**src/machine_pkg.sv**
```systemverilog
package machine_pkg;

    localparam int WORD_W    = 16;
    localparam int ADDR_W    = 10;
    localparam int MEM_WORDS = 1 << ADDR_W;  // 1024 words

    typedef logic [WORD_W-1:0] word_t;
    typedef logic [ADDR_W-1:0] addr_t;

    // One memory access that reads when write is low
    typedef struct packed {
        logic  write;
        addr_t addr;
        word_t wdata;
    } mem_req_t;

endpackage

```
**src/isa_pkg.sv**
```systemverilog
package isa_pkg;

    localparam int INSTR_W  = 16;
    localparam int CLS_LSB  = 14;  // Class in bits 15:14
    localparam int FUNC_LSB = 10;  // Function in bits 13:10

    typedef logic [INSTR_W-1:0] instr_t;
    typedef logic [3:0]         func_t;

    typedef enum logic [1:0] {
        CLS_ALU,   // acc = acc op mem
        CLS_MEM,   // Load or store
        CLS_FLOW,  // Jump, jz, halt
        CLS_IO     // Out
    } instr_class_t;

    typedef enum logic [3:0] {
        OP_ADD = 4'd0, OP_SUB, OP_MUL, OP_DIV,
        OP_SHL, OP_SHR, OP_ROL, OP_ROR,
        OP_AND, OP_OR, OP_XOR, OP_NOR,
        OP_NAND, OP_XNOR, OP_GT, OP_EQ
    } alu_op_t;

    localparam func_t FN_LOAD  = 4'd0;
    localparam func_t FN_STORE = 4'd1;
    localparam func_t FN_JUMP  = 4'd0;
    localparam func_t FN_JZ    = 4'd1;
    localparam func_t FN_HALT  = 4'd2;
    localparam func_t FN_OUT   = 4'd0;

    function automatic instr_class_t instr_class(instr_t instr);
        return instr_class_t'(instr[CLS_LSB +: $bits(instr_class_t)]);
    endfunction

    function automatic func_t instr_func(instr_t instr);
        return instr[FUNC_LSB +: $bits(func_t)];
    endfunction

endpackage
```
**src/control_unit.sv**
```systemverilog
`timescale 1ns/1ps

module control_unit (
    input  logic                  clock,
    input  logic                  arst_n,
    input  logic                  start,
    output logic                  mem_valid,
    output machine_pkg::mem_req_t mem_req,
    input  machine_pkg::word_t    mem_rdata,
    output isa_pkg::alu_op_t      alu_op,
    output machine_pkg::word_t    alu_a,
    output machine_pkg::word_t    alu_b,
    input  machine_pkg::word_t    alu_result,
    input  logic                  out_space,
    output logic                  out_push,
    output machine_pkg::word_t    out_word,
    output logic                  halted
);

    typedef enum logic [2:0] {IDLE, FETCH, WAIT, DECODE, EXECUTE, HALTED} state_t;

    state_t             state;
    machine_pkg::addr_t pc;
    isa_pkg::instr_t    ir;
    machine_pkg::word_t mbr;
    machine_pkg::word_t acc;

    isa_pkg::instr_class_t fetch_cls;
    isa_pkg::instr_class_t ir_cls;
    isa_pkg::func_t        ir_func;
    machine_pkg::addr_t    fetch_addr;
    machine_pkg::addr_t    ir_addr;
    logic                  fetch_needs_op;

    // Decode straight off the read data during WAIT
    assign fetch_cls  = isa_pkg::instr_class(mem_rdata);
    assign fetch_addr = mem_rdata[machine_pkg::ADDR_W-1:0];
    assign fetch_needs_op = (fetch_cls == isa_pkg::CLS_ALU) ||
                            (fetch_cls == isa_pkg::CLS_MEM &&
                             isa_pkg::instr_func(mem_rdata) == isa_pkg::FN_LOAD);

    assign ir_cls  = isa_pkg::instr_class(ir);
    assign ir_func = isa_pkg::instr_func(ir);
    assign ir_addr = ir[machine_pkg::ADDR_W-1:0];

    assign alu_op   = isa_pkg::alu_op_t'(ir_func);
    assign alu_a    = acc;
    assign alu_b    = mbr;
    assign out_word = acc;
    assign halted   = (state == HALTED);

    always_comb begin
        mem_valid = 1'b0;
        mem_req   = '0;
        out_push  = 1'b0;
        case (state)
            FETCH: begin
                mem_valid    = 1'b1;
                mem_req.addr = pc;
            end
            WAIT: begin
                mem_valid    = fetch_needs_op;  // Operand read for ALU and load
                mem_req.addr = fetch_addr;
            end
            EXECUTE: begin
                if (ir_cls == isa_pkg::CLS_MEM && ir_func == isa_pkg::FN_STORE) begin
                    mem_valid     = 1'b1;
                    mem_req.write = 1'b1;
                    mem_req.addr  = ir_addr;
                    mem_req.wdata = acc;
                end
                if (ir_cls == isa_pkg::CLS_IO && ir_func == isa_pkg::FN_OUT) begin
                    out_push = out_space;
                end
            end
            default: ;
        endcase
    end

    always_ff @(posedge clock or negedge arst_n) begin
        if (!arst_n) begin
            state <= IDLE;
            pc    <= '0;
            acc   <= '0;
        end else begin
            case (state)
                IDLE, HALTED: begin
                    if (start) begin
                        pc    <= '0;
                        state <= FETCH;
                    end
                end
                FETCH:  state <= WAIT;
                WAIT: begin
                    pc    <= pc + 1'b1;  // Wraps at 1024
                    state <= fetch_needs_op ? DECODE : EXECUTE;
                end
                DECODE: state <= EXECUTE;
                EXECUTE: begin
                    state <= FETCH;
                    case (ir_cls)
                        isa_pkg::CLS_ALU: acc <= alu_result;
                        isa_pkg::CLS_MEM: begin
                            if (ir_func == isa_pkg::FN_LOAD) begin
                                acc <= mbr;
                            end
                        end
                        isa_pkg::CLS_FLOW: begin
                            if (ir_func == isa_pkg::FN_JUMP ||
                                (ir_func == isa_pkg::FN_JZ && acc == '0)) begin
                                pc <= ir_addr;
                            end
                            if (ir_func == isa_pkg::FN_HALT) begin
                                state <= HALTED;
                            end
                        end
                        isa_pkg::CLS_IO: begin
                            if (ir_func == isa_pkg::FN_OUT && !out_space) begin
                                state <= EXECUTE;  // Stall until queue has room
                            end
                        end
                    endcase
                end
                default: state <= IDLE;
            endcase
        end
    end

    // Instruction and operand latches
    always_ff @(posedge clock) begin
        if (state == WAIT) begin
            ir <= mem_rdata;
        end
        if (state == DECODE) begin
            mbr <= mem_rdata;
        end
    end

endmodule

```
**config.mk**
```make
export PLATFORM = sky130hd
export DESIGN_NAME = control_unit
export DESIGN_NICKNAME = d
export VERILOG_FILES = /design/src/machine_pkg.sv /design/src/isa_pkg.sv /design/src/control_unit.sv
export SDC_FILE = /design/constraint.sdc
export NUM_CORES = 1
export LEC_CHECK = 0
export ABC_AREA = 1
export BUFFER_PORTS_ARGS = -buffer_cell sky130_fd_sc_hd__buf_2
export CAP_MARGIN = 40
export CORE_ASPECT_RATIO = 1.75
export CORE_MARGIN = 1
export CORE_UTILIZATION = 54
export CTS_CLUSTER_DIAMETER = 50
export DETAILED_ROUTE_END_ITERATION = 6
export HOLD_SLACK_MARGIN = 0.03
export MAX_ROUTING_LAYER = met4
export PLACE_DENSITY = 0.86
export SLEW_MARGIN = 20
export SYNTH_ARGS = -nofsm -noshare
export SYNTH_HDL_FRONTEND = slang
export SYNTH_SLANG_ARGS = --single-unit
```
**constraint.sdc**
```tcl
create_clock -name clock -period 4.7 [get_ports clock]
set_input_delay 0.235 -clock clock [delete_from_list [all_inputs] [get_ports clock]]
set_output_delay 0.235 -clock clock [all_outputs]
set_load 0.05 [all_outputs]
```
---- Yosys cells after proc, flatten, opt, wreduce, memory -nomap -nowiden ----
Cells that the tools add are included.
cells by class
  equal/unequal tests ..................... 15
  add/subtract/negate cells ............... 1
  $lt $le $gt $ge ......................... 0
  div/mod/pow operators ................... 0
  reductions and logical operators ........ 19
  multipliers ............................. 0
  muxes and demuxes ....................... 20
  shift operators ......................... 0
  bitwise logic cells ..................... 0
operator list
  cell                     number
  $pmux W10 S3             2
  $mux W16                 2
  $pmux W16 S2             1
  $mux W10                 3
  $mux W27                 1
  $logic_not A16 Y1        1
  $pmux W3 S5              1
  $mux W3                  4
  $add A10 B1 Y10 const B  1
  $logic_not A4 Y1         2
  $eq A3 B2 Y1 const B     2
  $eq A3 B3 Y1 const B     2
  $pmux W3 S2              1
  $logic_and A1 B1 Y1      5
  $eq A2 B1 Y1 const B     2
  $eq A2 B2 Y1 const B     2
  $eq A4 B1 Y1 const B     1
  $eq A4 B2 Y1 const B     1
  $logic_not A2 Y1         2
  $mux W1                  4
  $ne A2 B1 Y1 const B     2
  $ne A2 B2 Y1 const B     2
  $reduce_and A4 Y1        1
  $eq A3 B1 Y1 const B     1
  other kinds (8)          9
word-level totals
  flip-flop bits (word level) ............. 61
  input bits .............................. 36
  latch bits .............................. 0
  bits in writable memories ............... 0
  memories kept ........................... 0
  output and inout port bits .............. 82
  ROM bits ................................ 0

---- Longest topological paths before layout ----
  depth in word-level cells ............... 6
  gate-level depth with buffers ........... 10
  depth with buffers taken out ............ 10

---- Worst setup path before layout ----
OpenSTA, ideal clock, no wires.
  path type ............................... flip-flop to output port
  start point ............................. reg ir[15]
  end point ............................... out mem_req[10] (netlist bit)
  stages on the path, launching flop included .. 7
  data required time ...................... 4465 ps
  path slack .............................. 2162 ps
  data arrival time ....................... 2303 ps
  path through ............................ edfxtp_1 > nor2_4 > nand4_1 > nor2_2 > inv_2 > buf_2 > nor2_1
RTL lines
  element                 RTL line             source
  start, declared         control_unit.sv:24   isa_pkg::instr_t ir;
  start signal, assigned  control_unit.sv:132  ir <= mem_rdata;
  end, declared           control_unit.sv:8    output machine_pkg::mem_req_t mem_req,

==> results.txt <==
Initial Util: 0.556
setup violators final: 0
most frequent cell after synthesis: nand2_1
htree depth: 3
CTS tree: done
Synth Cell Area: 3240 sq um
Die Height: 105 um
CP max FO: 18
Req. time, crit path: 4.47 ns
die width: 60.6 um
port buffer count: 117
share of cells above drive strength 1: 0.288
area of the core: 5830 sq um
Critical path origin: ir[15]
P&R area growth vs syn: 22.3%
Routed Wire Length: 8.22 mm
Setup CP Type: flop to output pin
via/cell ratio: 5.23
main flop type after synthesis: edfxtp_1
FF-to-FF Start: state[2]
cts repair resizes: 0
Top Layer Used: met4
Tcrit/Tclk final: 0.632
status: finished clean
CTS sink cnt: 61
hold buffers post-CTS: 1
post-layout minimum cycle time: 2.97 ns
Worst path max stage delay: 0.58 ns
WL met2: 4.45 mm
FP Rows: 37
DRT Pass-1 Iters: 5
Seq/Total Area, Yosys: 0.520
register bit total from synthesis: 61
PD cells: 751 nW/um^2
Worst setup EP type: output pin
DR vias: 3045
share of the synthesized area in the top cell type: 0.296
syn_nets: 437
Synth top cells by count: nand2_1, inv_1, nor2_1, edfxtp_1, dfrtp_1
CP cell instances: nor2_4, nand4_1, nor2_2, inv_2, nor2_1, buf_2
Residual DRC: 0
unrepaired setup endpoints after global routing: no
fmax: 337 MHz
Synth Instances: 400
Ys Warns: 0
vias in the first global route: 2830
Synth area leader: edfxtp_1
die area: 6330 sq um
Initial DRC Count: 195
buffer count from post-CTS setup fixing: 0
Met1 Wirelength: 2.83 mm
dpl hpwl: 6.11 mm
Startpoint Class: flop
initial antenna violation count: 0
Post-synth EDFFs: 32
post-route ant nets: 0
CTS Buf Count: 9
GR Overflow Total: 0
Area contributors post-synth: edfxtp_1, dfrtp_1, nand2_1, buf_4, inv_1
Slowest-stage cell, CP: nand4_1
Tot GR Track Use: 0.281
Setup TNS: 0 ns
GPL Wtd Cong: 0.916
Slew HR: 0.467
placed cell count: 565
hold crit path type: primary input to flop
root buffer cell: clkbuf_8
Detail Route met3 WL: 630 um
DR WL/cell: 14.1 um
max-slew violations: 0
clock buffer depth: 2
ys async rst share: 0.475
Slew @ Worst Pin: 0.796 ns
Worst Clk Skew: 0.00455 ns
final non-filler cell total: 582
largest net degree at the start of global routing: 30
Mean Syn Cell Area: 8.10 sq um
# IOs: 118
first-pass GRT wire length: 12.6 mm
hold_sp: mem_rdata[9]
max-cap violation count: 0
Clk Latency, worst-skew pair: 0.34 ns
Antenna Cells: 0
final hold violations: 0
Peak VDD IR: 0.493 mV
crit path DAT: 2.73 ns
post-synth cell types: 26
Leak: 2.03 nW
Nets: 536
Worst-path clk slew: 0.06 ns
==> cell usage in the layout, fill, tap and decap left out, drive strengths merged <==
cell	count
ha	1
nand3	22
inv	44
o311ai	1
nor3	3
buf	120
clkinv	3
o221ai	8
o31ai	1
edfxtp	32
dlygate4sd3	1
o21ai	27
bufinv	2
nand4	5
nor2	43
a21oi	2
nand3b	1
dfrtp	29
nand2	147
clkbuf	11
o211ai	1
==> logic make-up (layout without fill, tap and decap cells) <==
logic type               Yosys count  after routing  share of synthesized area
flip-flops                        61             61                      0.520
AO/OA/AOI/OAI                     40             40                     0.0737
adder cells (fa/ha/maj)            1              1                    0.00386
AND/OR/NAND/NOR                  221            221                      0.281
buffers and inverters             77            181                      0.121
==> stage by stage <==
| step | worst slack (ns) | hold WS, ns | instance area (sq um) | total power [mW] | utilization |
|---|---|---|---|---|---|
| 5_1_grt | 1.55 | 0.0900 | 3970 | 3.13 | 0.680 |
| 4_1_cts | 1.68 | 0.0845 | 3970 | 2.98 | 0.680 |
| 2_1_floorplan | 2.16 | -0.0606 | 3240 | 2.20 | - |
| 3_5_place_dp | 2.06 | 0.312 | 3740 | 2.46 | 0.641 |
| 6_report | 1.73 | 0.0946 | 3970 | 2.98 | 0.680 |
| 3_3_place_gp | 2.18 | 0.303 | 3700 | 2.41 | 0.635 |
==> final timing paths <==
kind                               to  slack [ns]  cells past startpoint
max reg2reg                     pc[6]        2.39                      8
min reg2reg                     pc[3]        0.51                      2
max in group asynchronous       pc[3]        3.78                      2
min in group asynchronous    alu_a[0]        0.47                      2
min                          alu_b[9]        0.09                      1
max                        mem_req[2]        1.73                      6
==> sequential cells by signal, indices dropped and copies added, names as in the netlist <==
name and flops:
pc 10, alu_b 16, state 3, alu_a 16
ir 16
==> layer usage <==
layer	vias to the layer above	track usage
met1	1395	0.297
li1	1462	-
met4	0	0.156
met5	-	-
met3	30	0.0672
met2	158	0.462
==> power breakdown <==
| part | internal, mW | switching (mW) |
|---|---|---|
| clock | 0.309 | 0.204 |
| sequential | 0.757 | 0.146 |
| combinational | 0.321 | 1.24 |
==> worst max-delay path, delay by kind of cell, from the launching register on <==
kind                   cells  cell delay [ns]
buffers and inverters      2             0.46
AND/OR/NAND/NOR            4             1.40
flip-flops                 1             0.52
==> area by class of cell <==
class,instances,area (sq um)
sequential,61,1690
tap,78,97.6
timing repair buffer,121,633
fill,497,1870
multi-input combinational,262,1170
inverter,44,165
clock buffer,11,141
clock inverter,5,73.8
Power figures use the tool's default switching activity.
