File: config.mk
export PLATFORM = sky130hd
export DESIGN_NAME = alu
export DESIGN_NICKNAME = d
export VERILOG_FILES = /design/src/machine_pkg.sv /design/src/isa_pkg.sv /design/src/alu.sv
export SDC_FILE = /design/constraint.sdc
export NUM_CORES = 1
export LEC_CHECK = 0
export BUFFER_PORTS_ARGS = -buffer_cell sky130_fd_sc_hd__buf_2
export CORE_UTILIZATION = 50
export DETAILED_ROUTE_END_ITERATION = 10
export GPL_ROUTABILITY_DRIVEN = 0
export PLACE_DENSITY = 0.67
export SETUP_SLACK_MARGIN = 0.05
export SYNTH_ARGS = -nofsm -noshare
export SYNTH_HDL_FRONTEND = slang
export SYNTH_SLANG_ARGS = --single-unit
File: constraint.sdc
create_clock -name vclk -period 46.1
set_input_delay 2.305 -clock vclk [all_inputs]
set_output_delay 2.305 -clock vclk [all_outputs]
set_load 0.1 [all_outputs]
File: src/machine_pkg.sv
package machine_pkg;

    localparam int WORD_W    = 16;
    localparam int ADDR_W    = 10;
    localparam int MEM_WORDS = 1 << ADDR_W;  // 1024 words

    typedef logic [WORD_W-1:0] word_t;
    typedef logic [ADDR_W-1:0] addr_t;

    // One memory access that reads when write is low
    typedef struct packed {
        logic  write;
        addr_t addr;
        word_t wdata;
    } mem_req_t;

endpackage

File: src/isa_pkg.sv
package isa_pkg;

    localparam int INSTR_W  = 16;
    localparam int CLS_LSB  = 14;  // Class in bits 15:14
    localparam int FUNC_LSB = 10;  // Function in bits 13:10

    typedef logic [INSTR_W-1:0] instr_t;
    typedef logic [3:0]         func_t;

    typedef enum logic [1:0] {
        CLS_ALU,   // acc = acc op mem
        CLS_MEM,   // Load or store
        CLS_FLOW,  // Jump, jz, halt
        CLS_IO     // Out
    } instr_class_t;

    typedef enum logic [3:0] {
        OP_ADD = 4'd0, OP_SUB, OP_MUL, OP_DIV,
        OP_SHL, OP_SHR, OP_ROL, OP_ROR,
        OP_AND, OP_OR, OP_XOR, OP_NOR,
        OP_NAND, OP_XNOR, OP_GT, OP_EQ
    } alu_op_t;

    localparam func_t FN_LOAD  = 4'd0;
    localparam func_t FN_STORE = 4'd1;
    localparam func_t FN_JUMP  = 4'd0;
    localparam func_t FN_JZ    = 4'd1;
    localparam func_t FN_HALT  = 4'd2;
    localparam func_t FN_OUT   = 4'd0;

    function automatic instr_class_t instr_class(instr_t instr);
        return instr_class_t'(instr[CLS_LSB +: $bits(instr_class_t)]);
    endfunction

    function automatic func_t instr_func(instr_t instr);
        return instr[FUNC_LSB +: $bits(func_t)];
    endfunction

endpackage
File: src/alu.sv
`timescale 1ns/1ps

module alu (
    input  isa_pkg::alu_op_t   alu_op,
    input  machine_pkg::word_t alu_a,
    input  machine_pkg::word_t alu_b,
    output machine_pkg::word_t alu_result
);

    localparam int MSB = machine_pkg::WORD_W - 1;

    always_comb begin
        unique case (alu_op)
            isa_pkg::OP_ADD:  alu_result = alu_a + alu_b;
            isa_pkg::OP_SUB:  alu_result = alu_a - alu_b;
            isa_pkg::OP_MUL:  alu_result = alu_a * alu_b;  // Low half of product
            isa_pkg::OP_DIV: begin
                if (alu_b == '0) begin
                    alu_result = '1;  // Divide by zero
                end else begin
                    alu_result = alu_a / alu_b;
                end
            end
            isa_pkg::OP_SHL:  alu_result = alu_a << 1;
            isa_pkg::OP_SHR:  alu_result = alu_a >> 1;
            isa_pkg::OP_ROL:  alu_result = {alu_a[MSB-1:0], alu_a[MSB]};
            isa_pkg::OP_ROR:  alu_result = {alu_a[0], alu_a[MSB:1]};
            isa_pkg::OP_AND:  alu_result = alu_a & alu_b;
            isa_pkg::OP_OR:   alu_result = alu_a | alu_b;
            isa_pkg::OP_XOR:  alu_result = alu_a ^ alu_b;
            isa_pkg::OP_NOR:  alu_result = ~(alu_a | alu_b);
            isa_pkg::OP_NAND: alu_result = ~(alu_a & alu_b);
            isa_pkg::OP_XNOR: alu_result = ~(alu_a ^ alu_b);
            isa_pkg::OP_GT:   alu_result = machine_pkg::word_t'(alu_a > alu_b);  // Unsigned
            isa_pkg::OP_EQ:   alu_result = machine_pkg::word_t'(alu_a == alu_b);
        endcase
    end

endmodule

# After elaboration in Yosys (flattened, before gate mapping)
# Cells that the tools add are included.
# totals
reg_bits,0
latchBits,0
ramBits,0
romBits,0
input_bits,36
output_inout_bits,16
word_cells,31
n_memories,0
# op_classes
n_addsub,2
mul,1
div_mod_pow,1
magnitude_cmp,1
eq_ne,16
shifts,0
n_mux,2
n_bitwise,6
reduce_logical,2
# op_table
operator,n
16-bit one-hot mux with 16 select lines,1
16-bit NOT,3
4-bit equality test (second input constant),8
16-bit adder,1
16-bit bitwise AND,1
16-bit by 16-bit divider with 16-bit output,1
16-bit equality test,1
4-bit by 3-bit equality test with 1-bit output (second input constant),4
16-bit > comparator,1
16-bit logical NOT,1
16-bit by 16-bit multiplier with 16-bit output,1
16-bit 2-to-1 mux,1
16-bit bitwise OR,1
16-bit subtractor,1
16-bit bitwise XOR,1
4-bit by 2-bit equality test with 1-bit output (second input constant),2
4-bit by 1-bit equality test with 1-bit output (second input constant),1
4-bit logical NOT,1

# Depth between registers and ports, before layout
# Gate-level depths: netlist of run 1.
# logic_depth
word_depth,3
depth_mapped,132
ltp_nobuf,122

# Worst setup path before layout of run 1
# No wires, ideal clock.
# synth_timing
kind,input to output
start,input alu_b[0]
end,output alu_result[0]
arrival_time_ns,28.955
t_required_ns,43.795
setup_slack_ns,14.840
path_stages,118
n_path_buf,9
cell_sequence,clkbuf_1 clkinv_1 ha_1 a31oi_1 a31oi_1 ha_1 o21a_1 o21ai_0 or4_1 o21ai_0 ha_1 a21oi_1 nand2_1 mux2i_1 o22ai_1 ha_1 o21ai_0 a21oi_1 (+82 left out) a21oi_1 nand2_1 o41ai_1 o21ai_0 a311oi_1 o21bai_1 a41oi_1 buf_2 mux2_2 ha_1 nor2b_1 o21ai_0 a21oi_1 o211ai_1 a21boi_0 o2111ai_1 a211oi_1 o32a_1
# synth_between
elab_chain_cells,3
elab_cells_between_ends,15
classes_between,2 x add/sub; 1 x mul; 1 x div; 1 x order compare; 1 x eq/ne; 2 x mux; 6 x bitwise; 1 x reduce/logical
# synth_rtl
element,line,text
from (decl),alu.sv:6,"input machine_pkg::word_t alu_b,"
16-bit by 16-bit divider with 16-bit output (tied with other cells),alu.sv:21,alu_result = alu_a / alu_b;
16-bit 2-to-1 mux (tied with other cells),alu.sv:18,if (alu_b == '0) begin
16-bit one-hot mux with 16 select lines *,alu.sv:13,unique case (alu_op)
to (decl),alu.sv:7,output machine_pkg::word_t alu_result
# Mark *: on every way between the ends. The rest lies on a longest branch, timed or not.

# Worst setup path in the final report of run 1
# layout_timing
start,input alu_b[15]
end,output alu_result[0]
# layout_between
elab_chain_cells,3
elab_cells_between_ends,6
classes_between,1 x div; 1 x order compare; 1 x eq/ne; 2 x mux; 1 x reduce/logical
# layout_rtl
element,line
16-bit by 16-bit divider with 16-bit output / 16-bit logical NOT (equally long branches),"alu.sv:21, alu.sv:18"
16-bit 2-to-1 mux,alu.sv:18
16-bit one-hot mux with 16 select lines *,alu.sv:13
# Marked as above.

==> metrics.md, run 1 <==
| Metric | Value |
|---|---|
| Status | `complete, no violations` |
| Tightest Pin Transition | `between 1 and 1.5 ns` |
| Startpoint type of the worst setup path | `input pin` |
| Ant. Diodes | `0` |
| Core Area | `27000 sq um` |
| Count of buffers from port buffering | `52` |
| Hpwl dp | `38000 um` |
| Syn_area_per_cell | `7.18 sq um` |
| Slowest stage cell, crit path | `a41oi_2` |
| MaxCap Viol Count | `0` |
| Fmax | `28.0 MHz` |
| Synthesized instance count | `1918` |
| Final ANT Viol Nets | `0` |
| Post-Route WL | `between 50000 and 60000 um` |
| Post-cts sizing count | `0` |
| Rel. slew slack | `between 20% and 30%` |
| Min-delay src | `alu_op[3]` |
| FFs & Latches | `0` |
| Lkg Pwr | `slightly below 0.007 uW` |
| Worst Setup End Kind | `primary output` |
| Worst hold endpoint | `alu_result[1]` |
| Net Count, Synth | `2272` |
| Drt drc | `0` |
| Mapped cell area | `13800 sq um` |
| RSZ-0062 raised after global routing | `false` |
| I/O Pins | `52` |
| Average wire per standard cell | `22.6 um` |
| Area grow syn2layout | `3.36%` |
| First-pass GRT wire length | `78300 um` |
| Pwr Density | `30.8 nW/um^2` |
| Pin count of the biggest net entering global routing | `75` |
| # hold bufs at CTS | `0` |
| Pre-Repair DR Iteration Count | `6` |
| Library cells used by synthesis | `90` |
| Area taken by multi-input logic gates | `between 10000 and 15000 sq um` |
| Grt ovf | `0` |
| Yosys warns | `0` |
| 1st-iter DRT viols | `1694` |
| Die area | `28200 sq um` |
| Total negative setup slack | `0 ns` |
| Number of global-route vias before repair | `14000` |
| Rows | `60` |
| Sequential share of the synthesized area | `0%` |
| Via count | `14800` |
| Critical path data required time | `43.79 ns` |
| Initial core utilization | `51.0%` |
| Min Hold Slack | `5.60 ns` |
| Crit-path max cell delay | `0.91 ns` |
| CP Max Fanout | `20` |
| Tcrit/Tclk final | `77.5%` |
| Pwr Total | `439 uW` |
| Final hold viol count | `0` |
| Kind of critical path | `input pin to primary output` |
| Worst min path class | `input pin to primary output` |
| Period minus WS final | `35.71 ns` |
| Layout cell share with drive strength beyond 1 | `under 10%` |
| Drt via density | `6.63` |
| Critical Path Most Common Cell | `ha_1` |
| Die X | `168 um` |
| Nets | `approximately 2200` |
| Die height | `168 um` |
| Peak supply drop | `0.0345 mV` |
| Hold depth | `4` |
| Fill cells | `2664` |
| Overall global routing resource usage | `35.4%` |
| Antenna violations before repair | `1` |
| Final setup violation count | `0` |
| Clock buffer count | `0` |
| Crit path arrival time | `33.41 ns` |
| Setup Buffers After CTS | `0` |
| Final Slew Violations | `0` |
| Register area | `0 sq um` |
## power by group
| group | leakage (uW) | internal, uW | switching [uW] | total (uW) |
|---|---|---|---|---|
| clock network | 0 | 0 | 0 | 0 |
| registers | 0 | 0 | 0 | 0 |
| logic | 0.00673 | 173 | 265 | 439 |
| total | 0.00673 | 173 | 265 | 439 |
## cells by family (layout without fill, tap and decap cells)
family | count (synthesis) | count (layout) | share of synthesized area [%]
compound gates | 535 | 535 | 26.3
xor+xnor | 127 | 127 | 8.07
fa+ha+maj | 318 | 318 | 33.3
buf+inv | 266 | 241 | 7.43
mux | 55 | 55 | 4.28
simple gates | 617 | 617 | 20.6
## cells in the mapped netlist (12+ instances only)
| cell | instances | share of area, % |
|---|---|---|
| clkbuf_1 | 80 | 2.2 |
| nor2_1 | 205 | 5.6 |
| o21bai_1 | 15 | 0.82 |
| nor4_1 | 15 | 0.68 |
| a21oi_1 | 147 | 5.3 |
| or3_1 | 22 | 1.0 |
| mux2i_1 | 30 | 2.2 |
| ha_1 | 236 | 21 |
| nor2b_1 | 12 | 0.54 |
| o21ai_0 | 83 | 3.0 |
| nand2_1 | 187 | 5.1 |
| xor2_1 | 39 | 2.5 |
| a31oi_1 | 15 | 0.68 |
| o21a_1 | 35 | 1.9 |
| mux2_2 | 23 | 1.9 |
| nor3_1 | 56 | 2.0 |
| nand2b_1 | 21 | 0.95 |
| o22ai_1 | 19 | 0.86 |
| xnor2_1 | 88 | 5.6 |
| a211oi_1 | 28 | 1.5 |
| inv_1 | 166 | 4.5 |
| o211ai_1 | 17 | 0.93 |
| fa_1 | 82 | 12 |
| nand3_1 | 31 | 1.1 |
| a21o_1 | 29 | 1.6 |
## worst max path at each step
stage	from	endpoint	slack, ns	cells after the start
after global placement	alu_b[14]	alu_result[0]	11.82	111
after detailed placement	alu_b[15]	alu_result[0]	11.01	112
after floorplan	alu_b[0]	alu_result[0]	14.84	118
after CTS	alu_b[15]	alu_result[0]	10.99	112
after global routing	alu_b[14]	alu_result[0]	8.12	115
final	alu_b[15]	alu_result[0]	10.39	111
## cells in the final DEF, fill, tap and decap left out, types with 39 or more instances in the layout
master   instances
inv_1          166
nand2_1        187
xor2_1          39
fa_1            82
nor3_1          56
o21ai_0         83
a21oi_1        147
buf_2           52
ha_1           236
xnor2_1         88
nor2_1         205
## stage by stage
stage | cell area, sq um | instances | util, % | worst slack (ns)
floorplan | 13800 | 1918 | - | 14.84
global placement | 14200 | 2234 | 52.7 | 11.82
detailed placement | 14200 | 2234 | 52.7 | 11.01
CTS | 14200 | 2234 | 52.7 | 10.99
global route | 14200 | 2234 | 52.7 | 8.12
finish | 14200 | 2234 | 52.7 | 10.39
## layout make-up
| type | count | area share [%] |
|---|---|---|
| Multi-Input combinational cell | 1652 | 89.7 |
| Tap cell | 341 | 3.00 |
| Inverter | 172 | 4.53 |
| Timing Repair Buffer | 69 | 2.72 |
## routing by layer
metal | vias up | wire [um] | share of wire [%] | GRT usage (%)
met5 | - | 0 | 0 | 0
met4 | 0 | 2330 | 4.6 | 13.2
met3 | 181 | 5790 | 11 | 5.62
met2 | 841 | 20900 | 41 | 54.7
met1 | 6998 | 21400 | 42 | 49.2
li1 | 6795 | - | - | -
## critical path, delay by kind of cell
family          cells  cell delay [ns]
buf+inv             6             1.09
simple gates       22             7.00
fa+ha+maj          15             4.31
compound gates     64            17.55
mux                 4             1.10
(Power assumes the default switching activity.)
==> run 2, diff against run 1 <==
Settings changed: ABC_AREA set to 1.
Clock period 46.1 ns to 35.4 ns, I/O delays scaled along.
==> run 2 against run 1 <==
  * Sequential share of layout area stayed put
  * Critical path depth is 92 higher
  * Wire length is 8.3% lower
  * Combinational power is 7.7% higher
  * Critical endpoint unchanged
  * Worst setup slack worse by 7.3 ns
  * Largest power group unchanged
  * Via count is 1.1% lower
  * Final area is 0.92% higher
  * Final cell count is 15% higher
==> metrics.md, run 2 <==
| Metric | Value |
|---|---|
| Hpwl dp | `36700 um` |
| Period minus WS final | `between 30 and 40 ns` |
| Register area | `0 sq um` |
| Max Used Layer | `met4` |
| I/O Pins | `52` |
| Pre-CTS WS | `3.08 ns` |
| Post-cts sizing count | `0` |
| Routed met2 length | `21200 um` |
| Mapped cell area | `13900 sq um` |
| Layout cell share with drive strength beyond 1 | `9.67%` |
| Post-synthesis adder-cell area fraction | `33.1%` |
| Post-Route WL | `~46000 um` |
| 1st-iter DRT viols | `roughly 1400` |
| Synthesized instance count | `roughly 2200` |
| Sequential share of the synthesized area | `0%` |
| Core Area | `27100 sq um` |
| Largest family of logic cells by synthesized area | `adder cells` |
| Tightest Pin Transition | `approximately 0.78 ns` |
| Synth top area share | `21.3%` |
| Tcrit/Tclk final | `91.3%` |
| Synth Area in Compound Gates | `15.4%` |
| Crit path arrival time | `30.57 ns` |
| Fmax | `around 30 MHz` |
| Layout Cells excl Fill | `2574` |
| Multiplexer share of the synthesized area | `less than 1%` |
| Drt drc | `0` |
| Critical path data required time | `approximately 34 ns` |
| Final hold viol count | `0` |
| Placed insts | `2574` |
| Overall global routing resource usage | `between 30% and 40%` |
| Cell Area, Placed | `14400 sq um` |
| Library cells used by synthesis | `60` |
| Nets | `between 2000 and 3000` |
| Commonest non-fill, non-tap cell in the layout | `nand2_1` |
| Kind of critical path | `input pin to primary output` |
| Crit-path max cell delay | `~0.46 ns` |
| Final setup violation count | `0` |
| Met3 wire length | `3540 um` |
| Drt via density | `around 5.7` |
| First-pass GRT wire length | `about 74000 um` |
| Clock buffer count | `0` |
| Number of global-route vias before repair | `14200` |
| Lkg Pwr | `between 0.008 and 0.009 uW` |
| Pre-Repair DR Iteration Count | `6` |
| Peak supply drop | `0.0197 mV` |
| Fill cells | `2782` |
| Die height | `169 um` |
| Yosys warns | `0` |
| Cell taking the most area after synthesis | `ha_1` |
| Rows | `60` |
| Syn_area_per_cell | `6.29 sq um` |
| Pin count of the biggest net entering global routing | `22` |
| Status | `complete, no violations` |
| Ant. Diodes | `0` |
| Most frequent cells in the layout | `555 x nand2_1, 417 x inv_1, 236 x ha_1, 112 x nand3_1, 100 x a21oi_1` |
| Setup ws final | `3.06 ns` |
| Net Count, Synth | `2557` |
| Post-Synth XOR/XNOR Area | `5.75%` |
| Post-route cell area | `14400 sq um` |
| Worst Setup End Kind | `primary output` |
| Largest cells by area after synthesis | `ha_1 21%, nand2_1 15%, fa_1 12%` |
| Average wire per standard cell | `roughly 18 um` |
| Die X | `around 170 um` |
| Initial core utilization | `51.1%` |
| Worst min path class | `input pin to primary output` |
| Top post-synthesis cells by count | `555 x nand2_1, 417 x inv_1, 236 x ha_1` |
| Via count | `14700` |
| Post-Synth Simple-Gate Area | `a little under a third` |
| MaxCap Viol Count | `0` |
| Final Slew Violations | `0` |
| Pwr Density | `32.9 nW/um^2` |
| Grt ovf | `0` |
| Rel. slew slack | `47.8%` |
| Top-count cell post-synth | `nand2_1` |
| FFs & Latches | `0` |
| Post-route met1 wirelength | `19500 um` |
| Antenna violations before repair | `0` |
| Count of buffers from port buffering | `52` |
| Pwr Total | `473 uW` |
| CP Max Fanout | `19` |
| Area grow syn2layout | `3.69%` |
| Setup Buffers After CTS | `0` |
| Final ANT Viol Nets | `0` |
| Startpoint type of the worst setup path | `input pin` |
| Slowest stage cell, crit path | `o41ai_1` |
| Die area | `28400 sq um` |
| Critical Path Most Common Cell | `nand2_1` |
| # hold bufs at CTS | `0` |
==> run 2: final timing paths <==
kind | start | endpoint | depth (start not counted)
setup / recovery | alu_b[0] | alu_result[0] | 203
hold / removal | alu_op[1] | alu_result[0] | 6
==> run 2: layer usage <==
layer	vias to the layer above	track usage (%)
met1	6790	41.4
met4	0	12.9
met5	-	0
met2	667	56.7
met3	134	2.64
li1	7068	-
==> run 2: logic make-up after synthesis <==
| family | after synthesis |
|---|---|
| and+or+nand+nor | 954 |
| buffers and inverters | 498 |
| xor gates and xnor gates | 91 |
| adders and majority gates | 318 |
| AOI/OAI and AO/OA | 340 |
| muxes | 2 |
==> run 2: worst max-delay path: cells and delay by family <==
| family | cells | cell delay, ns |
|---|---|---|
| AO/OA/AOI/OAI | 44 | 7.42 |
| adder cells (fa/ha/maj) | 16 | 5.06 |
| buffers and inverters | 24 | 3.52 |
| AND/OR/NAND/NOR | 119 | 12.71 |
==> run 2: power by group <==
group	switching (uW)	internal, uW	total, uW
sequential	0	0	0
clock	0	0	0
combinational	302	171	473
==> run 2: cell type report <==
| type | count | area (sq um) | area share, % |
|---|---|---|---|
| Inverter | 434 | 1630 | 11.4 |
| Timing Repair Buffer | 63 | 343 | 2.39 |
| Tap cell | 372 | 465 | 3.24 |
| Multi-Input combinational cell | 1705 | 11900 | 83.0 |
==> run 2: metrics by stage <==
step	hold WS [ns]	setup TNS (ns)	utilization, %
floorplan	4.36	0	-
global placement	4.33	0	53.0
detailed placement	4.33	0	53.0
CTS	4.34	0	53.0
global route	4.37	-0.00197	53.0
finish	4.36	0	53.0
