$ cat src/machine_pkg.sv
package machine_pkg;

    localparam int WORD_W    = 16;
    localparam int ADDR_W    = 10;
    localparam int MEM_WORDS = 1 << ADDR_W;  // 1024 words

    typedef logic [WORD_W-1:0] word_t;
    typedef logic [ADDR_W-1:0] addr_t;

    // One memory access that reads when write is low
    typedef struct packed {
        logic  write;
        addr_t addr;
        word_t wdata;
    } mem_req_t;

endpackage

$ cat src/out_port.sv
`timescale 1ns/1ps

module out_port #(
    parameter int OUT_DEPTH   = 4,
    parameter int OUT_CREDITS = 2
) (
    input  logic               clock,
    input  logic               arst_n,
    input  logic               out_push,
    input  machine_pkg::word_t out_word,
    output logic               out_space,
    output logic               out_valid,
    output machine_pkg::word_t out_data,
    input  logic               out_credit
);

    localparam int PTR_W = (OUT_DEPTH > 1) ? $clog2(OUT_DEPTH) : 1;
    localparam int CNT_W = $clog2(OUT_DEPTH + 1);
    localparam int CRD_W = $clog2(OUT_CREDITS + 1);

    typedef logic [PTR_W-1:0] ptr_t;
    typedef logic [CNT_W-1:0] cnt_t;
    typedef logic [CRD_W-1:0] crd_t;

    machine_pkg::word_t fifo [OUT_DEPTH];
    ptr_t wr_ptr;
    ptr_t rd_ptr;
    cnt_t count;
    crd_t credits;
    logic send;

    function automatic ptr_t next_ptr(ptr_t ptr);
        return (ptr == ptr_t'(OUT_DEPTH - 1)) ? '0 : ptr + 1'b1;
    endfunction

    assign out_space = (count != cnt_t'(OUT_DEPTH));
    assign send      = (count != '0) && (credits != '0);  // Head word leaves on a credit

    always_ff @(posedge clock or negedge arst_n) begin
        if (!arst_n) begin
            wr_ptr    <= '0;
            rd_ptr    <= '0;
            count     <= '0;
            credits   <= crd_t'(OUT_CREDITS);
            out_valid <= 1'b0;
        end else begin
            out_valid <= send;
            if (out_push) begin
                wr_ptr <= next_ptr(wr_ptr);
            end
            if (send) begin
                rd_ptr <= next_ptr(rd_ptr);
            end
            if (out_push && !send) begin
                count <= count + 1'b1;
            end else if (send && !out_push) begin
                count <= count - 1'b1;
            end
            // Spend and return in one cycle cancel out
            if (send && !out_credit) begin
                credits <= credits - 1'b1;
            end else if (!send && out_credit && credits != crd_t'(OUT_CREDITS)) begin
                credits <= credits + 1'b1;
            end
        end
    end

    always_ff @(posedge clock) begin
        if (out_push) begin
            fifo[wr_ptr] <= out_word;
        end
        if (send) begin
            out_data <= fifo[rd_ptr];
        end
    end

endmodule

$ cat config.mk
export PLATFORM = sky130hd
export DESIGN_NAME = out_port
export DESIGN_NICKNAME = d
export VERILOG_FILES = /design/src/machine_pkg.sv /design/src/out_port.sv
export SDC_FILE = /design/constraint.sdc
export NUM_CORES = 1
export LEC_CHECK = 0
export ABC_AREA = 1
export BUFFER_PORTS_ARGS = -buffer_cell sky130_fd_sc_hd__buf_2
export CORE_MARGIN = 1.5
export CORE_UTILIZATION = 55
export CTS_CLUSTER_DIAMETER = 100
export DETAILED_ROUTE_END_ITERATION = 8
export HOLD_SLACK_MARGIN = 0.06
export PLACE_DENSITY_LB_ADDON = 0.1
export SETUP_SLACK_MARGIN = 0.15
export SYNTH_ARGS = -nofsm -noshare
export SYNTH_HDL_FRONTEND = slang
export SYNTH_SLANG_ARGS = --single-unit
$ cat constraint.sdc
create_clock -name clock -period 2.35 [get_ports clock]
set_clock_uncertainty 0.2 [all_clocks]
set_input_delay 0.1175 -clock clock [delete_from_list [all_inputs] [get_ports clock]]
set_output_delay 0.1175 -clock clock [all_outputs]
set_load 0.005 [all_outputs]
## Word-level counts from Yosys, hierarchy flattened

Memory sizes are Yosys's and may differ from the RTL's. A register that Yosys moved wholly into a read port is not among the register bits.
Index checks and enable logic that the tools add are counted.

| word-level totals | value |
|---|---|
| register bits after elaboration | 10 |
| input port bits | 20 |
| output and inout port bits | 18 |
| logic and storage cells | 37 |
| memories kept | 1 |
| memory bits (writable) | 64 |

| operators by class | value |
|---|---|
| reductions and logical operators | 13 |
| muxes and demuxes | 8 |
| equality and inequality tests | 4 |
| add/sub/neg operators | 6 |

Memory list:

| name | words | width | rd ports | clocked after Yosys merged registers in | write ports | RTL line | source |
|---|---|---|---|---|---|---|---|
| fifo | 4 | 16 | 1 | 1 | 1 | out_port.sv:25 | `machine_pkg::word_t fifo [OUT_DEPTH];` |

Operators with widths:

| operator | count |
|---|---|
| 2-bit two-way mux | 4 |
| 2-bit by 1-bit adder with 2-bit output, second input constant | 3 |
| 1-bit logical AND | 6 |
| 3-bit two-way mux | 2 |
| 2-bit nonzero test | 3 |
| 2-bit == test, second input constant | 2 |
| 3-bit by 1-bit adder with 3-bit output, second input constant | 1 |
| 1-bit zero test | 3 |
| 3-bit inequality test, second input constant | 1 |
| 3-bit nonzero test | 1 |
| 3-bit by 1-bit subtractor with 3-bit output, second input constant | 1 |
| 1-bit two-way mux | 2 |
| 2-bit inequality test, second input constant | 1 |
| 2-bit by 1-bit subtractor with 2-bit output, second input constant | 1 |

## Longest topological paths before layout

Gate-level depths: netlist of the first run.

| depth | value |
|---|---|
| word-level depth | 7 |
| mapped depth | 9 |
| depth with buffers taken out | 9 |

## Least setup slack after synthesis of the first run

No wires, ideal clock.

| timing | value |
|---|---|
| path type | register to register |
| start | register count[0] |
| end | register count[2] |
| path slack | 0.387 ns |
| arrival | 1.632 ns |
| cell stages (with the launch flop) | 10 |
| library setup time | 0.131 ns |
| clock period less this slack | 1.963 ns |
| cells stage by stage | dfrtp_1 -> nor2_1 -> nand2_1 -> nand2_1 -> ha_1 -> inv_1 -> fa_1 -> a21oi_1 -> o21ai_0 -> xor2_1 |

| on the way | value |
|---|---|
| longest elaborated chain between the ends | 5 |

RTL lines:

| element | RTL line | source |
|---|---|---|
| start: declaration | out_port.sv:28 | `cnt_t count;` |
| start signal: assignment | out_port.sv:55 | `count <= count + 1'b1;` |
| start signal: assignment | out_port.sv:57 | `count <= count - 1'b1;` |
| parallel branches: the longest is 5 deep, another holds 3-bit by 1-bit subtractor with 3-bit output | - |  |

Parallel ways; which one is timed is not known. The select of a mux whose other input is x is not followed.
A chain may end at the register's enable or synchronous reset.

## Final worst setup path of the first run

| timing | value |
|---|---|
| start | register credits[1] |
| end | register count[1] |

| on the way | value |
|---|---|
| longest elaborated chain between the ends | 5 |

RTL lines:

| element | RTL line | source |
|---|---|---|
| start: declaration | out_port.sv:29 | `crd_t credits;` |
| start signal: assignment | out_port.sv:44 | `credits <= crd_t'(OUT_CREDITS);` |
| start signal: assignment | out_port.sv:61 | `credits <= credits - 1'b1;` |
| start signal: assignment | out_port.sv:63 | `credits <= credits + 1'b1;` |
| 2-bit nonzero test * | out_port.sv:37 | `assign send = (count != '0) && (credits != '0);` |
| 1-bit logical AND * | out_port.sv:37 |  |
| 1-bit zero test | out_port.sv:54 | `if (out_push && !send) begin` |
| 1-bit logical AND | out_port.sv:54 |  |
| 3-bit two-way mux / 2-bit nonzero test (equally long branches) | - |  |

Mark *: on every way between the ends. The rest lies on a longest branch, timed or not.

==> impl_results.md, run 1 <==
- Largest net degree at the start of global routing: 35
- Slew at the pin with the worst max-slew slack: 0.580 ns
- Clock network fraction of total power: 21.5%
- Sequential fraction of the synthesis area: 78.3%
- DR vias/cell: 5.21
- Endpoint class of the critical path: flip-flop
- Reg-to-reg endpoint: count[1]$_DFFE_PN0P_
- Yosys reg bits: 90
- Post-DR wirelength/cell: 15.3 um
- Fraction of the cycle the final worst path needs: 88.1%
- Achievable clock frequency: 0.483 GHz
- Initial core utilization: 57.2%
- Num rows: 28
- Number of nets still failing antenna checks after routing: 0
- Overall global routing resource usage: 20.0%
- WS Path Type: flip-flop to flip-flop
- Outcome: completed
- Longest Clk Path Bufs: 2
- Number of antenna violations at the first check in global routing: 0
- Floorplan die area: 6640 um2
- Number of DRC markers after the initial detailed-route iteration: 94
- Cell area after layout: 4130 um2
- Hold path startpoint: out_word[12]
- Number of stages on the worst hold path: 2
- Number of detailed-route iterations in the first pass: 4
- Setup violation total in the final timing report: 0
- Total net switching power: 1590 uW
- Final Slew Violations: 0
- Layout cell share with drive strength beyond 1: 21.5%
- Cell types occupying the most area after synthesis: sky130_fd_sc_hd__edfxtp_1, sky130_fd_sc_hd__dfrtp_1, sky130_fd_sc_hd__nor2_1
- Fraction of synthesized cell area taken by the top area cell type: 70.9%
- End of the worst hold path: fifo[2][12]$_DFFE_PP_
- Dpl hpwl: 3.38 mm
- Slack of the worst reg-to-reg path: 0.28 ns
- Latest clock arrival within the worst-skew pair: 0.34 ns
- Area of the core: 5920 um2
- Post-synthesis cell count: 235
- Area growth from synthesis to layout: 21.8%
- Cell-internal power: 3470 uW
- Grt total ovfl: 0
- Vias after detailed routing: 2011
- Max VDD drop: 695 uV
- Depth of the worst register-to-register path: 7
- # clock sinks: 90
- Part of the power in registers: 48.4%
- TritonCTS clock tree: done
- Synthesized netlist net count: 262
- Cell type contributing the most total cell area after synthesis: sky130_fd_sc_hd__edfxtp_1
- Worst slew margin relative to its limit: 61.3%
- Class of the tightest hold or removal check: primary input to flip-flop
- Synthesized cell area: 3390 um2
- RSZ-0062 raised after global routing: false
- First-pass GRT wire length: 9.38 mm
- Tmin final: 2.07 ns
- Die span in x: 81.5 um
- CP max FO: 3
- Setup TNS: 0 ns
- Placer congestion estimate: 0.738
- Switching power share of the total: 31.4%
- Number of diodes: 0
- Total of buffers placed on input and output ports: 37
- Post-synthesis average cell area: 14.4 um2
- Level count of the clock H-tree: 3
- Arrival time of data at the critical path endpoint: 2.10 ns
- Worst reg2reg path startpoint: credits[1]$_DFFE_PN1P_
- Library cells used by synthesis: 18
- Boundary Pins: 38
- Pwr/cell area: 1220 nW/um2
- DP Area: 3680 um2
- Hold violation count in the final report: 0
- Max cap viols: 0
- Clock transition at the registers of the reported paths: 0.08 ns
- DRC violations left: 0
- Leak: 0.00157 uW
- Total detailed-routing wirelength: 5.90 mm
- Part of the power in combinational logic: 30.2%
- Required @ worst endpoint: 2.38 ns
- Worst Setup Start Kind: flip-flop
- Root buffer cell: sky130_fd_sc_hd__clkbuf_8
- Synthesis Warnings: 0
- Number of buffers added by the clock tree synthesis step: 9
- Die Span Y: 81.5 um
- Final #Nets: 333
- Vias in the first global route: 1939
## metrics by stage
step	power, uW	cells	setup WS, ns	utilization, %	hold slack (ns)
after CTS	5050	383	0.162	69.2	0.304
after floorplan	3410	235	0.387	-	-0.378
final	5060	386	0.279	69.7	0.319
after global routing	5410	386	0.151	69.7	0.325
after global placement	3890	346	0.278	62.2	-0.210
after detailed placement	3940	346	0.186	62.2	-0.209
## synth_stat cells
master and n:
sky130_fd_sc_hd__o22ai_1 16, sky130_fd_sc_hd__a21oi_1 2, sky130_fd_sc_hd__xor2_1 1, sky130_fd_sc_hd__dfstp_2 1, sky130_fd_sc_hd__a31oi_1 1, sky130_fd_sc_hd__xnor2_1 1, sky130_fd_sc_hd__dfrtp_1 9, sky130_fd_sc_hd__mux2_2 1
sky130_fd_sc_hd__buf_2 8, sky130_fd_sc_hd__ha_1 6, sky130_fd_sc_hd__edfxtp_1 80, sky130_fd_sc_hd__inv_1 13, sky130_fd_sc_hd__nor2_1 38, sky130_fd_sc_hd__fa_1 1, sky130_fd_sc_hd__o21ai_1 28, sky130_fd_sc_hd__nand2_1 15
sky130_fd_sc_hd__o21ai_0 12, sky130_fd_sc_hd__inv_2 2
## registers in the layout, summed over array words and instances, names as in the netlist
name       cells
fifo          64
out_data      16
count          3
credits        2
rd_ptr         2
wr_ptr         2
out_valid      1
## kinds of logic (layout without fill, tap and decap cells)
group | count (synthesis) | after routing | synth area share, %
AO/OA/AOI/OAI | 59 | 59 | 9.34
XOR/XNOR | 2 | 2 | 0.517
adder cells (fa/ha/maj) | 7 | 7 | 2.81
buffers and inverters | 23 | 99 | 2.84
flip-flops | 90 | 90 | 78.3
multiplexers | 1 | 1 | 0.332
AND/OR/NAND/NOR | 53 | 53 | 5.87
## worst max-delay path, stage by stage (launching register included)
cell and delay [ns]:
sky130_fd_sc_hd__dfstp_2 0.54, sky130_fd_sc_hd__inv_1 0.06, sky130_fd_sc_hd__nand2_1 0.11, sky130_fd_sc_hd__nand2_2 0.09, sky130_fd_sc_hd__ha_1 0.18, sky130_fd_sc_hd__inv_1 0.09
sky130_fd_sc_hd__fa_2 0.44, sky130_fd_sc_hd__mux2_2 0.26
## per-layer routing
metal	wire length (um)	vias up	track usage (%)
met2	3040	50	33.0
met1	2500	957	25.4
li1	-	995	-
met4	123	0	10.5
met3	233	9	3.44
met5	0	-	0
## how the worst max path moves through the flow
stage,slack [ns],start,cells after the start,to
2_1_floorplan,0.39,count[0]$_DFFE_PN0P_,9,count[2]$_DFFE_PN0P_
3_3_place_gp,0.28,count[0]$_DFFE_PN0P_,9,count[2]$_DFFE_PN0P_
3_5_place_dp,0.19,count[0]$_DFFE_PN0P_,9,count[2]$_DFFE_PN0P_
4_1_cts,0.16,count[0]$_DFFE_PN0P_,9,count[2]$_DFFE_PN0P_
5_1_grt,0.15,count[0]$_DFFE_PN0P_,9,count[2]$_DFFE_PN0P_
6_report,0.28,credits[1]$_DFFE_PN1P_,7,count[1]$_DFFE_PN0P_
## cells in the final DEF (no fill, tap or decap)
master,n
sky130_fd_sc_hd__a21oi_1,2
sky130_fd_sc_hd__a31oi_1,1
sky130_fd_sc_hd__buf_2,37
sky130_fd_sc_hd__buf_4,10
sky130_fd_sc_hd__bufinv_16,2
sky130_fd_sc_hd__clkbuf_1,3
sky130_fd_sc_hd__clkbuf_8,9
sky130_fd_sc_hd__clkinv_1,1
sky130_fd_sc_hd__clkinv_2,1
sky130_fd_sc_hd__dfrtp_1,9
sky130_fd_sc_hd__dfstp_2,1
sky130_fd_sc_hd__dlygate4sd3_1,21
sky130_fd_sc_hd__edfxtp_1,80
sky130_fd_sc_hd__fa_2,1
sky130_fd_sc_hd__ha_1,6
sky130_fd_sc_hd__inv_1,13
sky130_fd_sc_hd__inv_2,2
sky130_fd_sc_hd__mux2_2,1
sky130_fd_sc_hd__nand2_1,13
sky130_fd_sc_hd__nand2_2,2
sky130_fd_sc_hd__nor2_1,37
sky130_fd_sc_hd__nor2_2,1
sky130_fd_sc_hd__o21ai_0,12
sky130_fd_sc_hd__o21ai_1,28
sky130_fd_sc_hd__o22ai_1,16
sky130_fd_sc_hd__xnor2_1,1
sky130_fd_sc_hd__xor2_1,1
## power groups by stage
stage | logic (uW) | clock network [uW] | registers (uW)
CTS | 1490 | 1110 | 2450
detailed placement | 1460 | 0 | 2480
global route | 1750 | 1170 | 2500
global placement | 1420 | 0 | 2470
floorplan | 918 | 0 | 2490
finish | 1530 | 1080 | 2440
## final cells by class
class,count,area [um2]
Clock buffer,12,135
Clock inverter,4,68.8
Sequential cell,90,2650
Multi-Input combinational cell,122,649
Tap cell,75,93.8
Timing Repair Buffer,68,470
Inverter,15,56.3
Fill cell,407,1790
## what timing repair did
action,CTS,global route
resized for setup,0,4
setup endpoints to repair,0,2
hold buffers,21,0
buffers inserted,0,3
endpoints found under the hold margin,78,0
(Power assumes the default switching activity.)
==> run 2, diff against run 1 <==
- CORE_UTILIZATION: 55 -> 57
==> impl_results.md, run 2 (synthesis gave the netlist of run 1 again) <==
- Arrival time of data at the critical path endpoint: 2.05 ns (was 2.10 ns)
- Tmin final: 2.02 ns (was 2.07 ns)
- DP Area: 3680 um2 (about the same)
- Setup TNS: 0 ns (unchanged)
- Total of buffers placed on input and output ports: 37 (unchanged)
- Layout cell share with drive strength beyond 1: 21.2% (was 21.5%)
- Number of nets still failing antenna checks after routing: 0 (unchanged)
- Number of detailed-route iterations in the first pass: 4 (unchanged)
- Slew at the pin with the worst max-slew slack: 0.564 ns (was 0.580 ns)
- Slack of the worst reg-to-reg path: 0.33 ns (was 0.28 ns)
- Post-DR wirelength/cell: 16.3 um (was 15.3 um)
- Reg-to-reg endpoint: count[2]$_DFFE_PN0P_ (was count[1]$_DFFE_PN0P_)
- Longest Clk Path Bufs: 2 (unchanged)
- Hold path startpoint: out_word[14] (was out_word[12])
- Worst Setup Start Kind: flip-flop (unchanged)
- Area growth from synthesis to layout: 21.2% (was 21.8%)
- Worst reg2reg path startpoint: count[1]$_DFFE_PN0P_ (was credits[1]$_DFFE_PN1P_)
- Level count of the clock H-tree: 3 (unchanged)
- Clock transition at the registers of the reported paths: 0.09 ns (was 0.08 ns)
- Cell area after layout: 4110 um2 (was 4130 um2)
- Most used cells in the layout excluding fill and tap cells: sky130_fd_sc_hd__edfxtp_1, sky130_fd_sc_hd__nor2_1, sky130_fd_sc_hd__buf_2 (unchanged)
- Most common library cell in the layout ignoring fill and taps: sky130_fd_sc_hd__edfxtp_1 (unchanged)
- Register with the most flip-flops: fifo (unchanged)
- Die span in x: 80.1 um (was 81.5 um)
- Non-filler cells, final: 383 (was 386)
- Vias in the first global route: 2033 (was 1939)
- DR vias/cell: 5.32 (was 5.21)
- Core occupancy in the finished layout: 73.2% (was 69.7%)
- Largest net degree at the start of global routing: 34 (was 35)
- Latest clock arrival within the worst-skew pair: 0.34 ns (about the same)
- Achievable clock frequency: 0.494 GHz (was 0.483 GHz)
- Outcome: completed (unchanged)
- Required @ worst endpoint: 2.38 ns (about the same)
- Dpl hpwl: 3.59 mm (was 3.38 mm)
- Cell-internal power: 3380 uW (was 3470 uW)
- Max VDD drop: 778 uV (was 695 uV)
- Part of the power in combinational logic: 29.9% (was 30.2%)
- Post-layout power: 4990 uW (was 5060 uW)
- Overall global routing resource usage: 21.8% (was 20.0%)
- Root buffer cell: sky130_fd_sc_hd__clkbuf_8 (unchanged)
- Grt total ovfl: 0 (unchanged)
- Total detailed-routing wirelength: 6.23 mm (was 5.90 mm)
- Clock network fraction of total power: 20.4% (was 21.5%)
- Switching power share of the total: 32.1% (was 31.4%)
- Number of stages on the worst hold path: 2 (unchanged)
- Number of antenna violations at the first check in global routing: 0 (unchanged)
- TritonCTS clock tree: done (unchanged)
- Depth of the worst register-to-register path: 9 (was 7)
- Largest stage delay, worst path: 0.42 ns (was 0.54 ns)
- Class of the tightest hold or removal check: primary input to flip-flop (unchanged)
- End of the worst hold path: fifo[2][14]$_DFFE_PP_ (was fifo[2][12]$_DFFE_PP_)
- Floorplan die area: 6420 um2 (was 6640 um2)
- Number of diodes: 0 (unchanged)
- Final #Nets: 333 (unchanged)
- Area of the core: 5610 um2 (was 5920 um2)
- First-pass GRT wire length: 9.94 mm (was 9.38 mm)
- Series of cell instances along the critical path: nor2_2 -> nand2_1 -> nand2_2 -> ha_1 -> inv_1 -> fa_1 -> a21oi_1 -> o21ai_0 -> xor2_1 (was inv_1 -> nand2_1 -> nand2_2 -> ha_1 -> inv_1 -> fa_2 -> mux2_2)
- Post-Place Cells: 344 (was 346)
- Number of fill cells: 406 (was 407)
- Initial core utilization: 60.4% (was 57.2%)
- Num rows: 27 (was 28)
- Max reg flops: 64 (unchanged)
- Part of the power in registers: 49.7% (was 48.4%)
- Die Span Y: 80.1 um (was 81.5 um)
- Endpoint class of the critical path: flip-flop (unchanged)
- Vias after detailed routing: 2036 (was 2011)
- Max cap viols: 0 (unchanged)
- Leak: 0.00157 uW (about the same)
- RSZ-0062 raised after global routing: false (unchanged)
- Number of DRC markers after the initial detailed-route iteration: 142 (was 94)
- WS Path Type: flip-flop to flip-flop (unchanged)
- Fraction of the cycle the final worst path needs: 86.1% (was 88.1%)
- Total net switching power: 1600 uW (was 1590 uW)
- Pwr/cell area: 1210 nW/um2 (was 1220 nW/um2)
- Hold violation count in the final report: 0 (unchanged)
- Slowest-stage cell, CP: sky130_fd_sc_hd__dfrtp_1 (was sky130_fd_sc_hd__dfstp_2)
- Worst slew margin relative to its limit: 62.3% (was 61.3%)
- Setup violation total in the final timing report: 0 (unchanged)
- Boundary Pins: 38 (unchanged)
- CP max FO: 4 (was 3)
- Final Slew Violations: 0 (unchanged)
- Largest registers: fifo x64, out_data x16, count x3 (unchanged)
- Placer congestion estimate: 0.731 (was 0.738)
- DRC violations left: 0 (unchanged)
- Number of buffers added by the clock tree synthesis step: 9 (unchanged)
- # clock sinks: 90 (unchanged)
run 2: layer usage:
metal  up-vias  share of wire, %  track usage (%)
met2        62                51             36.4
met5         -                 0                0
met4         0              0.93             6.72
met1       972                42             28.4
met3         5               5.4             5.45
li1        997                 -                -
run 2: final cells by class:
cell class	instances	area (um2)	area share [%]
Sequential cell	90	2650	64.6
Multi-Input combinational cell	122	644	15.7
Timing Repair Buffer	68	470	11.5
Clock buffer	13	149	3.63
Tap cell	72	90.1	2.19
Inverter	15	56.3	1.37
Clock inverter	3	42.5	1.04
run 2: worst max path at each step:
stage / startpoint / endpoint / slack, ns / cells after the start
2_1_floorplan: count[0]$_DFFE_PN0P_ / count[2]$_DFFE_PN0P_ / 0.39 / 9
3_3_place_gp: count[0]$_DFFE_PN0P_ / count[2]$_DFFE_PN0P_ / 0.30 / 9
3_5_place_dp: count[0]$_DFFE_PN0P_ / count[2]$_DFFE_PN0P_ / 0.24 / 9
4_1_cts: count[0]$_DFFE_PN0P_ / count[2]$_DFFE_PN0P_ / 0.26 / 9
5_1_grt: count[1]$_DFFE_PN0P_ / count[2]$_DFFE_PN0P_ / 0.14 / 9
6_report: count[1]$_DFFE_PN0P_ / count[2]$_DFFE_PN0P_ / 0.33 / 9
run 2: through the flow:
stage	setup slack (ns)	hold slack [ns]
2_1_floorplan	0.387	-0.378
3_3_place_gp	0.301	-0.200
3_5_place_dp	0.241	-0.208
4_1_cts	0.260	0.311
5_1_grt	0.141	0.323
6_report	0.327	0.326
run 2: worst max-delay path, delay by kind of cell, from the launching register on:
family	cells	cell delay, ns
XOR/XNOR	1	0.15
AND/OR/NAND/NOR	3	0.34
buffers and inverters	1	0.06
flip-flops	1	0.42
adder cells (fa/ha/maj)	2	0.51
AO/OA/AOI/OAI	2	0.25
run 2: power by group through the flow:
stage	combinational [uW]	sequential, uW	clock [uW]
floorplan	918	2490	0
finish	1490	2480	1020
global route	1690	2530	1110
CTS	1460	2490	1040
global placement	1380	2500	0
detailed placement	1420	2520	0
run 2: what timing repair did:
action / 4_1_cts / 5_1_grt
endpoints found under the hold margin: 78 / 0
buffers inserted: 0 / 2
hold buffers: 21 / 0
resized for setup: 0 / 2
endpoints found under the setup margin: 0 / 1
==> run 3, diff against run 2 <==
- PLACE_DENSITY: not set -> 0.78
- PLACE_DENSITY_LB_ADDON: 0.1 -> not set
==> impl_results.md, run 3 (synthesis gave the netlist of run 1 again) <==
- Total of buffers placed on input and output ports: 37 (unchanged)
- Worst slew margin relative to its limit: 57.7% (was 62.3%)
- WS Path Type: flip-flop to flip-flop (unchanged)
- First-pass GRT wire length: 9.55 mm (was 9.94 mm)
- Max VDD drop: 687 uV (was 778 uV)
- Max cap viols: 0 (unchanged)
- Grt total ovfl: 0 (unchanged)
- Root buffer cell: sky130_fd_sc_hd__clkbuf_8 (unchanged)
- Largest net degree at the start of global routing: 34 (unchanged)
- Hold violation count in the final report: 0 (unchanged)
- Setup violation total in the final timing report: 0 (unchanged)
- Register with the most flip-flops: fifo (unchanged)
- Worst Setup Start Kind: flip-flop (unchanged)
- RSZ-0062 raised after global routing: false (unchanged)
- Number of nets still failing antenna checks after routing: 0 (unchanged)
- Dpl hpwl: 3.50 mm (was 3.59 mm)
- Overall global routing resource usage: 20.9% (was 21.8%)
- Outcome: completed (unchanged)
- Endpoint class of the critical path: flip-flop (unchanged)
- Vias after detailed routing: 2022 (was 2036)
- Vias in the first global route: 1961 (was 2033)
- Fraction of the cycle the final worst path needs: 86.3% (was 86.1%)
- Layout cell share with drive strength beyond 1: 21.4% (was 21.2%)
- Num rows: 27 (unchanged)
- Number of antenna violations at the first check in global routing: 0 (unchanged)
- Tmin final: 2.03 ns (was 2.02 ns)
- Number of detailed-route iterations in the first pass: 4 (unchanged)
- Initial core utilization: 60.4% (unchanged)
- Area of the core: 5610 um2 (unchanged)
- DRC violations left: 0 (unchanged)
- Longest Clk Path Bufs: 2 (unchanged)
- Pwr/cell area: 1190 nW/um2 (was 1210 nW/um2)
- TritonCTS clock tree: done (unchanged)
- Required @ worst endpoint: 2.37 ns (was 2.38 ns)
- Arrival time of data at the critical path endpoint: 2.05 ns (about the same)
- Most common library cell in the layout ignoring fill and taps: sky130_fd_sc_hd__edfxtp_1 (unchanged)
- Largest registers: fifo x64, out_data x16, count x3 (unchanged)
- CP max FO: 4 (unchanged)
- Floorplan die area: 6420 um2 (unchanged)
- Total detailed-routing wirelength: 5.88 mm (was 6.23 mm)
- Number of DRC markers after the initial detailed-route iteration: 181 (was 142)
- Number of diodes: 0 (unchanged)
- Post-DR wirelength/cell: 15.4 um (was 16.3 um)
- Die Span Y: 80.1 um (unchanged)
- Most used cells in the layout excluding fill and tap cells: sky130_fd_sc_hd__edfxtp_1, sky130_fd_sc_hd__nor2_1, sky130_fd_sc_hd__buf_2 (unchanged)
- Max reg flops: 64 (unchanged)
- # clock sinks: 90 (unchanged)
- Area growth from synthesis to layout: 20.3% (was 21.2%)
- Achievable clock frequency: 0.493 GHz (was 0.494 GHz)
- Latest clock arrival within the worst-skew pair: 0.35 ns (was 0.34 ns)
- Boundary Pins: 38 (unchanged)
- Number of buffers added by the clock tree synthesis step: 9 (unchanged)
- Placer congestion estimate: 0.764 (was 0.731)
- Level count of the clock H-tree: 3 (unchanged)
- Clock transition at the registers of the reported paths: 0.08 ns (was 0.09 ns)
- Die span in x: 80.1 um (unchanged)
- Final Slew Violations: 0 (unchanged)
- Core occupancy in the finished layout: 72.7% (was 73.2%)
- Class of the tightest hold or removal check: primary input to flip-flop (unchanged)
- DR vias/cell: 5.31 (was 5.32)
- Setup TNS: 0 ns (unchanged)
- Leak: 0.00155 uW (was 0.00157 uW)
- Slew at the pin with the worst max-slew slack: 0.634 ns (was 0.564 ns)
- Final #Nets: 331 (was 333)
-- run 3: final timing paths --
check                                      from                endpoint  slack (ns)  cells past startpoint
max                        count[0]$_DFFE_PN0P_    count[2]$_DFFE_PN0P_        0.32                      9
min                                 out_word[2]    fifo[3][2]$_DFFE_PP_        0.32                      2
max reg2reg                count[0]$_DFFE_PN0P_    count[2]$_DFFE_PN0P_        0.32                      9
min reg2reg                count[0]$_DFFE_PN0P_    count[0]$_DFFE_PN0P_        0.35                      1
max in group asynchronous                arst_n    count[0]$_DFFE_PN0P_        0.47                      4
min in group asynchronous                arst_n  credits[1]$_DFFE_PN1P_        0.61                      3
-- run 3: metal layers --
metal / GRT usage [%] / routed length (um) / vias up
met3: 4.66 / 300 / 8
met1: 27.6 / 2440 / 964
met4: 11.2 / 102 / 0
met5: 0 / 0 / -
li1: - / - / 993
met2: 32.4 / 3040 / 57
-- run 3: critical path, cell delays in order, from the launching register on --
cell and delay, ns:
sky130_fd_sc_hd__dfrtp_2 0.45, sky130_fd_sc_hd__nor2_4 0.12, sky130_fd_sc_hd__nand2_2 0.08, sky130_fd_sc_hd__nand2_2 0.08
sky130_fd_sc_hd__ha_1 0.14, sky130_fd_sc_hd__inv_1 0.06, sky130_fd_sc_hd__fa_1 0.37, sky130_fd_sc_hd__a21oi_1 0.14
sky130_fd_sc_hd__o21ai_0 0.11, sky130_fd_sc_hd__xor2_1 0.15
-- run 3: cell type report --
class	instances	area, um2
clock buffer	13	149
sequential	90	2660
multi-input combinational	122	652
tap	72	90.1
timing repair buffer	66	455
inverter	15	56.3
fill	378	1530
clock inverter	3	18.8
-- run 3: power breakdown --
part / total [uW] / internal (uW) / switching, uW
clock network: 905 / 413 / 491
registers: 2480 / 2290 / 189
logic: 1450 / 556 / 894
total: 4840 / 3260 / 1570
-- run 3: what timing repair did --
action | CTS | global route
buffers inserted | 0 | 0
endpoints found under the hold margin | 78 | 0
endpoints found under the setup margin | 0 | 2
resized for setup | 0 | 5
hold buffers | 21 | 0
-- run 3: through the flow --
| stage | total power (uW) | instances | cell area (um2) | setup WS (ns) | hold slack (ns) |
|---|---|---|---|---|---|
| 2_1_floorplan | 3410 | 235 | 3390 | 0.387 | -0.378 |
| 3_3_place_gp | 3850 | 344 | 3680 | 0.286 | -0.206 |
| 3_5_place_dp | 3930 | 344 | 3680 | 0.261 | -0.206 |
| 4_1_cts | 4840 | 381 | 4060 | 0.250 | 0.307 |
| 5_1_grt | 5170 | 381 | 4080 | 0.165 | 0.308 |
| 6_report | 4840 | 381 | 4080 | 0.321 | 0.318 |
